--- config.mk ---
export PLATFORM = sky130hd
export DESIGN_NAME = cpuController
export DESIGN_NICKNAME = d
export VERILOG_FILES = /design/src/hdl/cpuCtrlPkg.sv /design/src/hdl/branchUnit.sv /design/src/hdl/controlSequencer.sv /design/src/hdl/cpuController.sv /design/src/hdl/instrDecoder.sv
export SDC_FILE = /design/constraint.sdc
export NUM_CORES = 1
export LEC_CHECK = 0
export ABC_AREA = 1
export BUFFER_PORTS_ARGS = -buffer_cell sky130_fd_sc_hd__buf_2
export CAP_MARGIN = 20
export CELL_PAD_IN_SITES_DETAIL_PLACEMENT = 0
export CELL_PAD_IN_SITES_GLOBAL_PLACEMENT = 2
export CORE_ASPECT_RATIO = 0.75
export CORE_MARGIN = 10
export CORE_UTILIZATION = 16
export CTS_CLUSTER_DIAMETER = 40
export DETAILED_ROUTE_END_ITERATION = 12
export GPL_ROUTABILITY_DRIVEN = 0
export PLACE_DENSITY = 0.77
export SLEW_MARGIN = 15
export SYNTH_ARGS = -nofsm -noshare
export SYNTH_HDL_FRONTEND = slang
export SYNTH_SLANG_ARGS = --single-unit
export TNS_END_PERCENT = 100
--- constraint.sdc ---
create_clock -name Clock -period 1 [get_ports Clock]
set_input_delay 0.05 -clock Clock [delete_from_list [all_inputs] [get_ports Clock]]
set_output_delay 0.05 -clock Clock [all_outputs]
set_load 0.05 [all_outputs]
--- src/hdl/cpuCtrlPkg.sv ---
`default_nettype none

package cpuCtrlPkg;

    ////////////////////////////////////////////////////////////
    // Vector types
    ////////////////////////////////////////////////////////////

    // Instruction register contents
    typedef logic [15:0] instrT;
    // Primary opcode, also the ALU extension field
    typedef logic [3:0]  opcodeT;
    // Register file index
    typedef logic [3:0]  regIdxT;
    // Datapath word, immediate operand
    typedef logic [15:0] wordT;
    // PC step or relative jump distance
    typedef logic [7:0]  pcOffsetT;
    // Processor status flags
    typedef logic [4:0]  psrT;

    ////////////////////////////////////////////////////////////
    // Status flag positions
    ////////////////////////////////////////////////////////////

    localparam int PsrGreater = 0;
    localparam int PsrZero    = 1;
    localparam int PsrHigher  = 3;

    ////////////////////////////////////////////////////////////
    // Opcodes, bits 15:12
    ////////////////////////////////////////////////////////////

    localparam opcodeT OpAlu       = 4'b0000;
    localparam opcodeT OpSkip      = 4'b0001;
    localparam opcodeT OpCmp       = 4'b0011;
    localparam opcodeT OpLoadStore = 4'b0100;
    localparam opcodeT OpAddi      = 4'b0101;
    localparam opcodeT OpAddui     = 4'b0110;
    localparam opcodeT OpMovui     = 4'b0111;
    localparam opcodeT OpMovi      = 4'b1000;
    localparam opcodeT OpSubi      = 4'b1001;
    localparam opcodeT OpJump      = 4'b1010;
    localparam opcodeT OpCmpi      = 4'b1011;
    localparam opcodeT OpJumpReg   = 4'b1100;

    // Subcodes in bits 11:8, conditions shared by skip and jump
    localparam opcodeT CondGe      = 4'b0000;
    localparam opcodeT CondHs      = 4'b0001;
    localparam opcodeT CondEq      = 4'b0010;
    localparam opcodeT CondLt      = 4'b0011;
    localparam opcodeT CondLs      = 4'b0100;
    // Unconditional relative jump
    localparam opcodeT JumpAlways  = 4'b0101;
    // Load/store and jump-register group members
    localparam opcodeT SubLoad     = 4'b0000;
    localparam opcodeT SubStore    = 4'b0001;
    localparam opcodeT SubJumpReg  = 4'b0000;
    localparam opcodeT SubStorePc  = 4'b0001;

    // ALU extension that passes operand A
    localparam opcodeT AluMoveExt  = 4'b1101;

    ////////////////////////////////////////////////////////////
    // Enums
    ////////////////////////////////////////////////////////////

    // ALU operand B source
    typedef enum logic [1:0] {
        AluSrcImm = 2'b00,
        AluSrcReg = 2'b01,
        AluSrcMem = 2'b10,
        AluSrcPc  = 2'b11
    } aluSrcE;

    // Sequencer phase
    typedef enum logic {
        PhaseFetch   = 1'b0,
        PhaseExecute = 1'b1
    } phaseE;

    ////////////////////////////////////////////////////////////
    // Control structs
    ////////////////////////////////////////////////////////////

    // Datapath, register file and memory control
    typedef struct packed {
        opcodeT   opCode;
        opcodeT   opExt;
        logic     regWrite;
        regIdxT   regIn;
        regIdxT   regA;
        regIdxT   regB;
        wordT     immediate;
        aluSrcE   aluSrc;
        logic     memWrite;
    } dpCtrlT;

    // Program counter control
    typedef struct packed {
        pcOffsetT pcOffset;
        logic     pcWrite;
        logic     pcIncrement;
    } pcCtrlT;

    // Full controller output
    typedef struct packed {
        dpCtrlT   dp;
        pcCtrlT   pc;
        logic     memAddrFromPc;
        logic     irWrite;
        logic     psrEnable;
    } ctrlWordT;

endpackage

`default_nettype wire

--- src/hdl/branchUnit.sv ---
`timescale 1ns/100ps
`default_nettype none

module branchUnit (
    input  wire cpuCtrlPkg::instrT Instr,
    input  wire cpuCtrlPkg::psrT   Psr,
    output cpuCtrlPkg::pcCtrlT     Pc
);

    import cpuCtrlPkg::*;

    // Fixed PC steps
    localparam pcOffsetT StepOne = 8'd1;
    localparam pcOffsetT StepTwo = 8'd2;

    opcodeT    opcode;
    opcodeT    subCode;
    pcOffsetT  jumpDist;

    assign opcode   = Instr[15:12];
    assign subCode  = Instr[11:8];
    // Relative jump distance
    assign jumpDist = Instr[7:0];

    ////////////////////////////////////////////////////////////
    // Condition evaluation
    ////////////////////////////////////////////////////////////

    logic condHold;
    logic condValid;

    // Only subcodes 0..4 name a condition
    assign condValid = (subCode <= CondLs);

    always_comb
    begin
        case (subCode)
            CondGe:  condHold = Psr[PsrZero] | Psr[PsrGreater];
            CondHs:  condHold = Psr[PsrHigher] | Psr[PsrZero];
            CondEq:  condHold = Psr[PsrZero];
            CondLt:  condHold = ~(Psr[PsrZero] | Psr[PsrGreater]);
            CondLs:  condHold = ~Psr[PsrHigher];
            default: condHold = 1'b0;
        endcase
    end

    ////////////////////////////////////////////////////////////
    // PC control
    ////////////////////////////////////////////////////////////

    always_comb
    begin
        // Default is a single step
        Pc.pcOffset    = StepOne;
        Pc.pcWrite     = 1'b0;
        Pc.pcIncrement = 1'b1;

        case (opcode)
            // Skip the next word when the condition fails
            OpSkip:
            begin
                if (condValid && !condHold)
                begin
                    Pc.pcOffset = StepTwo;
                end
            end

            OpJump:
            begin
                if (subCode == JumpAlways)
                begin
                    Pc.pcOffset = jumpDist;
                end
                else if (condValid && condHold)
                begin
                    Pc.pcOffset = jumpDist;
                end
            end

            // Load PC from the ALU result instead of stepping
            OpJumpReg:
            begin
                if (subCode == SubJumpReg)
                begin
                    Pc.pcOffset    = '0;
                    Pc.pcWrite     = 1'b1;
                    Pc.pcIncrement = 1'b0;
                end
            end

            default:
            begin
            end
        endcase
    end

endmodule

`default_nettype wire

--- src/hdl/controlSequencer.sv ---
`timescale 1ns/100ps
`default_nettype none

module controlSequencer (
    input  wire                     Clock,
    input  wire                     Reset,
    input  wire cpuCtrlPkg::dpCtrlT Dp,
    input  wire cpuCtrlPkg::pcCtrlT Pc,
    output cpuCtrlPkg::ctrlWordT    Ctrl
);

    import cpuCtrlPkg::*;

    ////////////////////////////////////////////////////////////
    // Phase register
    ////////////////////////////////////////////////////////////

    phaseE phase;

    // Fetch and execute alternate every cycle
    always_ff @(posedge Clock or negedge Reset)
    begin
        if (!Reset)
        begin
            phase <= PhaseFetch;
        end
        else
        begin
            if (phase == PhaseFetch)
            begin
                phase <= PhaseExecute;
            end
            else
            begin
                phase <= PhaseFetch;
            end
        end
    end

    ////////////////////////////////////////////////////////////
    // Control word assembly
    ////////////////////////////////////////////////////////////

    always_comb
    begin
        // Whole word stays zero in reset
        Ctrl = '0;

        if (Reset)
        begin
            if (phase == PhaseFetch)
            begin
                // Memory addressed by PC, result latched into IR
                Ctrl.memAddrFromPc = 1'b1;
                Ctrl.irWrite       = 1'b1;
            end
            else
            begin
                // Decoded instruction drives datapath and PC
                Ctrl.dp        = Dp;
                Ctrl.pc        = Pc;
                Ctrl.psrEnable = 1'b1;
            end
        end
    end

endmodule

`default_nettype wire

--- src/hdl/cpuController.sv ---
`timescale 1ns/100ps
`default_nettype none

module cpuController (
    input  wire                     Clock,
    input  wire                     Reset,
    input  wire cpuCtrlPkg::instrT  Instr,
    input  wire cpuCtrlPkg::psrT    Psr,
    output cpuCtrlPkg::ctrlWordT    Ctrl
);

    import cpuCtrlPkg::*;

    // Decoded fields, valid only in execute
    dpCtrlT dpCtrl;
    pcCtrlT pcCtrl;

    ////////////////////////////////////////////////////////////
    // Datapath and PC decoding
    ////////////////////////////////////////////////////////////

    instrDecoder instrDecoder_i (
        .Instr (Instr),
        .Dp    (dpCtrl)
    );

    // Conditions depend on the status flags
    branchUnit branchUnit_i (
        .Instr (Instr),
        .Psr   (Psr),
        .Pc    (pcCtrl)
    );

    ////////////////////////////////////////////////////////////
    // Phase and output word
    ////////////////////////////////////////////////////////////

    controlSequencer controlSequencer_i (
        .Clock (Clock),
        .Reset (Reset),
        .Dp    (dpCtrl),
        .Pc    (pcCtrl),
        .Ctrl  (Ctrl)
    );

endmodule

`default_nettype wire

--- src/hdl/instrDecoder.sv ---
`timescale 1ns/100ps
`default_nettype none

module instrDecoder (
    input  wire cpuCtrlPkg::instrT Instr,
    output cpuCtrlPkg::dpCtrlT     Dp
);

    import cpuCtrlPkg::*;

    ////////////////////////////////////////////////////////////
    // Instruction fields
    ////////////////////////////////////////////////////////////

    opcodeT      opcode;
    opcodeT      subCode;
    regIdxT      regHi;
    regIdxT      regLo;
    logic [7:0]  immByte;

    assign opcode  = Instr[15:12];
    assign subCode = Instr[11:8];
    // Operand A / address register
    assign regHi   = Instr[7:4];
    // Operand B and destination
    assign regLo   = Instr[3:0];
    // Immediate byte overlaps the subcode field
    assign immByte = Instr[11:4];

    ////////////////////////////////////////////////////////////
    // Decode
    ////////////////////////////////////////////////////////////

    always_comb
    begin
        // Anything not matched below stays a no-op
        Dp = '0;

        case (opcode)
            // Register to register ALU
            OpAlu:
            begin
                Dp.opCode   = opcode;
                Dp.opExt    = subCode;
                Dp.regWrite = 1'b1;
                Dp.regIn    = regLo;
                Dp.regA     = regHi;
                Dp.regB     = regLo;
                Dp.aluSrc   = AluSrcReg;
            end

            // Compare, flags only
            OpCmp:
            begin
                Dp.opCode   = opcode;
                Dp.opExt    = subCode;
                Dp.regA     = regHi;
                Dp.regB     = regLo;
                Dp.aluSrc   = AluSrcReg;
            end

            // Signed immediates
            OpAddi, OpSubi:
            begin
                Dp.opCode    = opcode;
                Dp.opExt     = subCode;
                Dp.regWrite  = 1'b1;
                Dp.regIn     = regLo;
                Dp.regB      = regLo;
                Dp.immediate = {{8{immByte[7]}}, immByte};
                Dp.aluSrc    = AluSrcImm;
            end

            // Unsigned add and plain move, zero extended
            OpAddui, OpMovi:
            begin
                Dp.opCode    = opcode;
                Dp.opExt     = subCode;
                Dp.regWrite  = 1'b1;
                Dp.regIn     = regLo;
                Dp.regB      = regLo;
                Dp.immediate = {8'h00, immByte};
                Dp.aluSrc    = AluSrcImm;
            end

            // Move upper, byte goes to bits 15:8
            OpMovui:
            begin
                Dp.opCode    = opcode;
                Dp.opExt     = subCode;
                Dp.regWrite  = 1'b1;
                Dp.regIn     = regLo;
                Dp.regB      = regLo;
                Dp.immediate = {immByte, 8'h00};
                Dp.aluSrc    = AluSrcImm;
            end

            // Compare immediate, no register write
            OpCmpi:
            begin
                Dp.opCode    = opcode;
                Dp.opExt     = subCode;
                Dp.regA      = regHi;
                Dp.regB      = regLo;
                Dp.immediate = {{8{immByte[7]}}, immByte};
                Dp.aluSrc    = AluSrcImm;
            end

            // Memory access through the ALU move path
            OpLoadStore:
            begin
                if (subCode == SubLoad)
                begin
                    Dp.opExt    = AluMoveExt;
                    Dp.regWrite = 1'b1;
                    Dp.regIn    = regLo;
                    Dp.regB     = regHi;
                    Dp.aluSrc   = AluSrcMem;
                end
                else if (subCode == SubStore)
                begin
                    // Data from regLo, address from regHi
                    Dp.opExt    = AluMoveExt;
                    Dp.regA     = regLo;
                    Dp.regB     = regHi;
                    Dp.aluSrc   = AluSrcReg;
                    Dp.memWrite = 1'b1;
                end
            end

            // Register indirect jump and PC save
            OpJumpReg:
            begin
                if (subCode == SubJumpReg)
                begin
                    // Target address moves through operand A
                    Dp.opExt  = AluMoveExt;
                    Dp.regA   = regHi;
                    Dp.aluSrc = AluSrcReg;
                end
                else if (subCode == SubStorePc)
                begin
                    Dp.opExt    = AluMoveExt;
                    Dp.regWrite = 1'b1;
                    Dp.regIn    = regLo;
                    Dp.aluSrc   = AluSrcPc;
                end
            end

            // Skips, relative jumps and unused opcodes
            default:
            begin
            end
        endcase
    end

endmodule

`default_nettype wire
Yosys cells after proc, flatten, opt, wreduce, memory -nomap -nowiden

Index checks and enable logic that the tools add are counted.

Flip-flop bits (word level): 1
Logic and storage cells: 68
Output and inout bits: 53
Input port bits: 23

Reduce and logical (&&, ||, !) cells: 11
Equal/unequal tests: 16
Order comparisons: 1
Bitwise operators: 4
Muxes and demuxes: 35

Operators by type and width:

| cell               | number |
|---|---|
| $mux 53            | 1 |
| $mux 50            | 1 |
| $pmux 16 s3        | 1 |
| $mux 4             | 7 |
| $eq 4x3->1 const B | 6 |
| $mux 8             | 3 |
| $pmux 4 s3         | 2 |
| $pmux 8 s3         | 1 |
| $eq 4x4->1 const B | 5 |
| $pmux 5 s3         | 1 |
| $mux 2             | 7 |
| $eq 4x2->1 const B | 3 |
| $mux 5             | 2 |
| $mux 9             | 1 |
| $eq 4x1->1 const B | 2 |
| $logic_not 4->1    | 2 |
| $pmux 4 s2         | 1 |
| $reduce_or 8->1    | 1 |
| $pmux 2 s3         | 1 |
| $reduce_or 3->1    | 2 |
| $reduce_or 6->1    | 1 |
| $pmux 1 s5         | 1 |
| $le 4x3->1 const B | 1 |
| $mux 1             | 4 |
| other kinds (6)    | 10 |

Longest topological paths before layout

Gate-level depths: netlist (run 1).

Depth after elaboration: 9
Gate-level depth with buffers: 9
Gate-level depth less buffers: 9

By module

From an unflattened synthesis (run 1), not the netlist that was laid out.

Cell total of the unflattened synthesis: 301
Area, all modules: 1378.8 um^2

By module, submodules not included:

| module           | area an instance (um^2) | instances | seq. area each (um^2) | cells each |
|---|---|---|---|---|
| instrDecoder     | 631.9                   | 1         | 0.0                   | 130 |
| controlSequencer | 485.5                   | 1         | 25.0                  | 112 |
| branchUnit       | 261.5                   | 1         | 0.0                   | 59 |

Worst setup path after synthesis (run 1)

Ideal clock, no wire load.

Path type: register to output
From: register controlSequencer_i.phase
To: output Ctrl[13] in the netlist's numbering
Data required time: 0.950 ns
Cell stages (with the launch flop): 3
Path slack: -1.065 ns
Arrival: 2.015 ns
Buffers on the path: 0
Cell sequence: dfrtp_1 > nand2_2 > nor4_1

RTL lines:

| element                | RTL line               | text |
|---|---|---|
| from (decl)            | controlSequencer.sv:18 | `phaseE phase;` |
| from (signal assigned) | controlSequencer.sv:25 | `phase <= PhaseFetch;` |
| from (signal assigned) | controlSequencer.sv:31 | `phase <= PhaseExecute;` |
| from (signal assigned) | controlSequencer.sv:35 | `phase <= PhaseFetch;` |
| to (decl)              | cpuController.sv:9     | `output cpuCtrlPkg::ctrlWordT Ctrl` |

==> results of run 1 <==
## Yosys cell counts (all sizes together)
cell / number
o21ai: 3
nor2: 50
o22ai: 1
clkbuf: 1
inv: 33
a21oi: 17
dfrtp: 1
buf: 3
nand4: 2
nand3: 8
a22oi: 7
nor3: 24
nand2: 32
nor4: 1
and3: 1
## layer usage
layer,share of wire (%),track usage (%)
met1,40,14.75
met2,51,21.38
met3,8.0,2.502
met4,0.26,0.6985
met5,0,0
## area by class of cell
class	instances	area share [%]
multi-input combinational	146	46.17
timing repair buffer	148	44.58
inverter	33	5.695
tap	78	2.829
sequential	1	0.7254
## logic make-up (layout without fill, tap and decap cells)
logic type / after synthesis / after routing / share of synthesized area (%)
buffers and inverters: 37 / 181 / 16.46
AND/OR/NAND/NOR: 118 / 118 / 64.61
flip-flops: 1 / 1 / 2.475
AO/OA/AOI/OAI: 28 / 28 / 16.46
## layout by cell type (no fill, tap or decap), types with 2 or more instances in the layout
| master | Yosys | routed |
|---|---|---|
| a21oi_1 | 15 | 7 |
| a21oi_2 | 2 | 2 |
| a21oi_4 | 0 | 8 |
| a22oi_2 | 0 | 7 |
| buf_12 | 1 | 9 |
| buf_2 | 0 | 12 |
| buf_4 | 1 | 53 |
| buf_6 | 1 | 55 |
| buf_8 | 0 | 18 |
| clkinvlp_4 | 0 | 3 |
| inv_1 | 28 | 15 |
| inv_2 | 5 | 5 |
| inv_4 | 0 | 5 |
| inv_8 | 0 | 2 |
| nand2_1 | 22 | 9 |
| nand2_2 | 8 | 9 |
| nand2_4 | 1 | 10 |
| nand2_8 | 1 | 4 |
| nand3_2 | 2 | 4 |
| nand3_4 | 0 | 3 |
| nand4_1 | 2 | 2 |
| nor2_1 | 34 | 4 |
| nor2_2 | 14 | 9 |
| nor2_4 | 2 | 37 |
| nor3_4 | 1 | 23 |
## stage by stage
step / setup TNS (ns) / utilization, % / hold slack, ns
6_report: -10.99 / 57.73 / 0.5013
5_1_grt: -14.39 / 57.73 / 0.5198
4_1_cts: -11.16 / 54.71 / 0.5049
3_5_place_dp: -22.21 / 39.49 / -0.03053
3_3_place_gp: -22.16 / 39.49 / -0.03308
2_1_floorplan: -17.33 / - / -0.2456
## report_power, final
group	switching, mW	leakage [nW]	internal, mW
logic	0.871	1.47	0.613
registers	0	0.00927	0.0412
clock network	0	0	0
total	0.871	1.48	0.654
## timing repair
| action | in CTS | in global routing |
|---|---|---|
| hold buffers | 1 | 0 |
| buffers inserted | 11 | 6 |
| resized for setup | 230 | 41 |
| pin swaps | 40 | 24 |
| cloned | 0 | 0 |
| endpoints found under the setup margin | 51 | 53 |
| endpoints found under the hold margin | 1 | 0 |
## worst max-delay path, cell delays in order
cell and delay [ns]:
buf_8 0.10, nor2_4 0.19, nand2_4 0.15, buf_4 0.17, buf_6 0.11, nor4_4 0.24, buf_6 0.20
## how the worst min path moves through the flow
stage,startpoint,endpoint,slack (ns),cells past startpoint
final,Reset,controlSequencer_i.phase,0.50,3
after global routing,Reset,controlSequencer_i.phase,0.52,3
after CTS,Reset,controlSequencer_i.phase,0.50,3
after detailed placement,Reset,controlSequencer_i.phase,-0.03,2
after global placement,Reset,controlSequencer_i.phase,-0.03,2
after floorplan,Reset,controlSequencer_i.phase,-0.25,0
==> qor.yml, run 1 <==
run_status:
  outcome: "finished, violations left"
  violations: "setup timing"
clocking:
  clk_latency_ns: 0
  clkTransAtPathRegs_ns: 0
synth:
  syn_nets: 207
  yosys.area.top_type: "nor2_1"
  ys_seq_area_share_pct: 2.475
  ys_ff_latch: 1
  ys.warnings.count: 0
  netlist_instances: 184
  synth.distinct_cells: 27
  synth_area_leaders: "nor2_1, inv_1, nor3_2, nor2_2, nand2_1"
  syn-cell-area_um2: 1011
  avgSynthCellArea_um2: 5.494
  synth_top_area_share_pct: 12.62
worst_setup_path:
  setup.worst_path.end_class: "output pin"
  worstPathRequired_ns: 0.95
  timing.rr.start: "controlSequencer_i.phase"
  cp-startpoint: "Instr[10]"
  rr_endpoint: "controlSequencer_i.phase"
  critPathCapture: "Ctrl[13]"
  crit_arrival_ns: 1.21
  path_max_fanout: 5
  startpoint_type: "input pin"
  path_class: "in2out"
  reg2reg_slack_ns: 0.01
  rr_worst_depth: 4
die:
  core_area_um2: 5976
  ios: 76
  die_h_um: 88.84
  fp.dieW_um: 111.8
  fp-row-count: 24
  start_util_pct: 16.92
  die_area_um2: 9931
route:
  drc: 0
  drt_iter0_drc: 48
  drt-wirelength-per-cell_um: 15.33
  wl_um: 6225
  dr.pass1.iters: 4
  ant_nets: 0
  via_per_inst: 4.365
  vias: 1772
sta:
  relSlewSlack_pct: 84.02
  tightest_slew_ns: 0.2379
  period_share_pct: 126.2
  skew_ns: 0
  report.final.slew_viol_count: 0
  hold_violations: 0
  rsz0062_at_grt: "yes"
  min_period_ns: 1.262
  setup_slack_ns: -0.2617
  setup_viol: 51
  fmax_mhz: 792.6
place:
  dpl_worst_slack_ns: -0.5298
  dpl.hpwl_um: 4883
  dpl.cell_count: 389
  io_buffers: 73
  placed_area_um2: 2360
grt:
  grtUsageTotal_pct: 11.81
  grt_pass1_vias: 1922
  grt-ovfl-total: 0
  grt_antenna_before_repair: 0
  grt_max_degree: 9
  grt_pass1_wl_um: 10050
cells_and_area:
  final_nets: 353
  reg_top3: "controlSequencer_i.phase x1"
  largest_reg_flops: 1
  regMostFlops: "controlSequencer_i.phase"
  regArea_um2: 25.02
  multi_input_comb_area_um2: 1593
  diodes: 0
  final_area_um2: 3450
  syn2layout_area_growth_pct: 241.2
  layout-drive-gt1-share_pct: 86.89
  stdcell_count: 406
  nFillCells: 498
power_and_ir_drop:
  ir_worst_vdd_mv: 0.1733
  power_mw: 1.525
  power.density_nw_per_um2: 442.0
  leakage_nw: 1.477
run:
  maxCapViolations: 0
min_path:
  min_path_type: "in2async"
No activity file was read; power rests on OpenSTA's default activity.
==> run 2, diff against run 1 <==
- CORE_UTILIZATION: 16 -> 17
- PLACE_DENSITY: 0.77 -> 0.76
- SLEW_MARGIN: 15 -> not set
- SYNTH_HIERARCHICAL: not set -> 1
==> qor.yml, run 2 <==
route:
  wl_met2_um: 3488
  vias: 2224
  drt_iter0_drc: 46
  dr.pass1.iters: 4
  drt-wirelength-per-cell_um: 13.63
  drc: 0
  wl_um: 7252
  ant_nets: 0
  wl_met1_um: 3341
  via_per_inst: 4.180
  dr_wl_met3_um: 422
  highest_layer: "met3"
worst_setup_path:
  rr_worst_depth: 2
  setup.worst_path.end_class: "output pin"
  timing.rr.start: "controlSequencer_i/phase"
  startpoint_type: "input pin"
  crit_arrival_ns: 1.19
  path_max_fanout: 7
  worstPathRequired_ns: 0.95
  reg2reg_slack_ns: 0.32
  path_class: "in2out"
  rr_endpoint: "controlSequencer_i/phase"
place:
  io_buffers: 73
  dpl.hpwl_um: 5227
  dpl.cell_count: 508
die:
  fp.dieW_um: 124.0
  core_area_um2: 7883
  die_h_um: 98.00
  die_area_um2: 12150
  fp-row-count: 28
  ios: 76
  start_util_pct: 17.49
cells_and_area:
  stdcell_count: 532
  largest_reg_flops: 1
  layout-drive-gt1-share_pct: 66.98
  diodes: 0
  final_nets: 452
  layout_commonest_cell: "nor2_4"
  layout_common_cells: "nor2_4, nand2_1, inv_1"
  reg_top3: "controlSequencer_i/phase x1"
  regMostFlops: "controlSequencer_i/phase"
  syn2layout_area_growth_pct: 171.4
  nFillCells: 805
grt:
  grt_pass1_vias: 2170
  grt_antenna_before_repair: 0
  grtUsageTotal_pct: 11.10
  grt_pass1_wl_um: 11370
  grt-ovfl-total: 0
  grt_max_degree: 16
power_and_ir_drop:
  combinationalPowerShare_pct: 97.5
  power_mw: 1.629
  swShare_pct: 56.87
  p_sw_uw: 926.4
  pwr-share-seq_pct: 2.5
  clockPowerShare_pct: 0
  power.density_nw_per_um2: 435.3
  leakage_nw: 1.619
  p_int_uw: 702.6
  ir_worst_vdd_mv: 0.2747
synth:
  synth_top_area_share_pct: 21.23
  syn_nets: 324
  yosys.area.top_type: "inv_1"
  syn-cell-area_um2: 1379
  ys_top_cells_by_count: "inv_1, nor2_1, nand2_1, nand3_1, o21ai_0"
  ys.warnings.count: 6
  synth_edf_count: 0
  ys_ff_latch: 1
  ys_seq_area_share_pct: 1.815
  async_flop_share_pct: 100.0
  netlist_instances: 301
  synth.distinct_cells: 23
  avgSynthCellArea_um2: 4.581
  synth_area_leaders: "inv_1, nor2_1, nand2_1, nand3_1, buf_6"
  synthFlopType: "dfrtp_1"
sta:
  hold_violations: 0
  setup_slack_ns: -0.2385
  tightest_slew_ns: 0.2574
  report.final.slew_viol_count: 0
  rsz0062_at_grt: "yes"
  tns_ns: -8.649
  relSlewSlack_pct: 82.72
  period_share_pct: 123.9
  min_period_ns: 1.239
  skew_ns: 0
  setup_viol: 50
  fmax_mhz: 807.4
clocking:
  clk_latency_ns: 0
  clkTransAtPathRegs_ns: 0
min_path:
  min_path_type: "in2async"
run_status:
  violations: "setup timing"
  outcome: "finished, violations left"
run:
  maxCapViolations: 0
[run 2: layout make-up]
class	instances	area, µm²	share of cell area (%)
repair buffers	131	1558	41.62
multi-input cells	211	1673	44.70
well taps	105	131.4	3.511
inverters	84	354.1	9.462
flip-flops and latches	1	26.28	0.7021
[run 2: metal layers]
metal / up-vias / global-route usage, %
li1: 1145 / -
met4: 0 / 0.1767
met1: 1030 / 15.17
met5: - / 0
met2: 49 / 18.75
met3: 0 / 1.784
[run 2: worst max-delay path by stage]
| stage | from | end | slack (ns) | cells past startpoint |
|---|---|---|---|---|
| after floorplan | controlSequencer_i/phase | Ctrl[2] | -0.20 | 2 |
| after global placement | Instr[14] | Ctrl[37] | -0.39 | 10 |
| after detailed placement | Instr[14] | Ctrl[25] | -0.41 | 8 |
| after CTS | Instr[12] | Ctrl[12] | -0.25 | 9 |
| after global routing | Instr[10] | Ctrl[8] | -0.36 | 11 |
| final | Instr[12] | Ctrl[41] | -0.24 | 10 |
[run 2: critical path: stages]
cell       delay (ns)
buf_12           0.11
inv_6            0.09
nand2_8          0.09
nor2_4           0.16
clkbuf_16        0.18
nand3b_1         0.08
nand3_1          0.08
inv_1            0.07
nor2_4           0.11
buf_6            0.16
[run 2: power groups by stage]
stage,Clock [mW],Combinational (mW),Sequential [mW]
global placement,0,1.09,0.0412
detailed placement,0,1.10,0.0412
finish,0,1.59,0.0412
global route,0,1.69,0.0412
floorplan,0,0.738,0.0412
CTS,0,1.44,0.0412
[run 2: stage by stage]
| step | util, % | hold slack [ns] | setup WS [ns] | instance area (µm²) |
|---|---|---|---|---|
| 2_1_floorplan | - | -0.2456 | -0.2040 | 1765 |
| 3_3_place_gp | 32.14 | -0.1470 | -0.3924 | 2534 |
| 3_5_place_dp | 32.14 | -0.1461 | -0.4148 | 2534 |
| 4_1_cts | 42.71 | 0.4106 | -0.2464 | 3367 |
| 5_1_grt | 47.48 | 0.4708 | -0.3641 | 3742 |
| 6_report | 47.48 | 0.4561 | -0.2385 | 3742 |
[run 2: cells by family after synthesis]
logic type / after synthesis / share of synthesized area [%]
AOI/OAI and AO/OA: 18 / 6.533
buffers and inverters: 91 / 28.31
DFF: 1 / 1.815
and+or+nand+nor: 191 / 63.34
[run 2: repair_timing]
action,in CTS,in global routing
hold endpoints to repair,1,0
cloned,7,1
setup endpoints to repair,51,51
buffers inserted,6,11
pin swaps,29,31
gates resized for setup,213,91
hold buffers,1,0
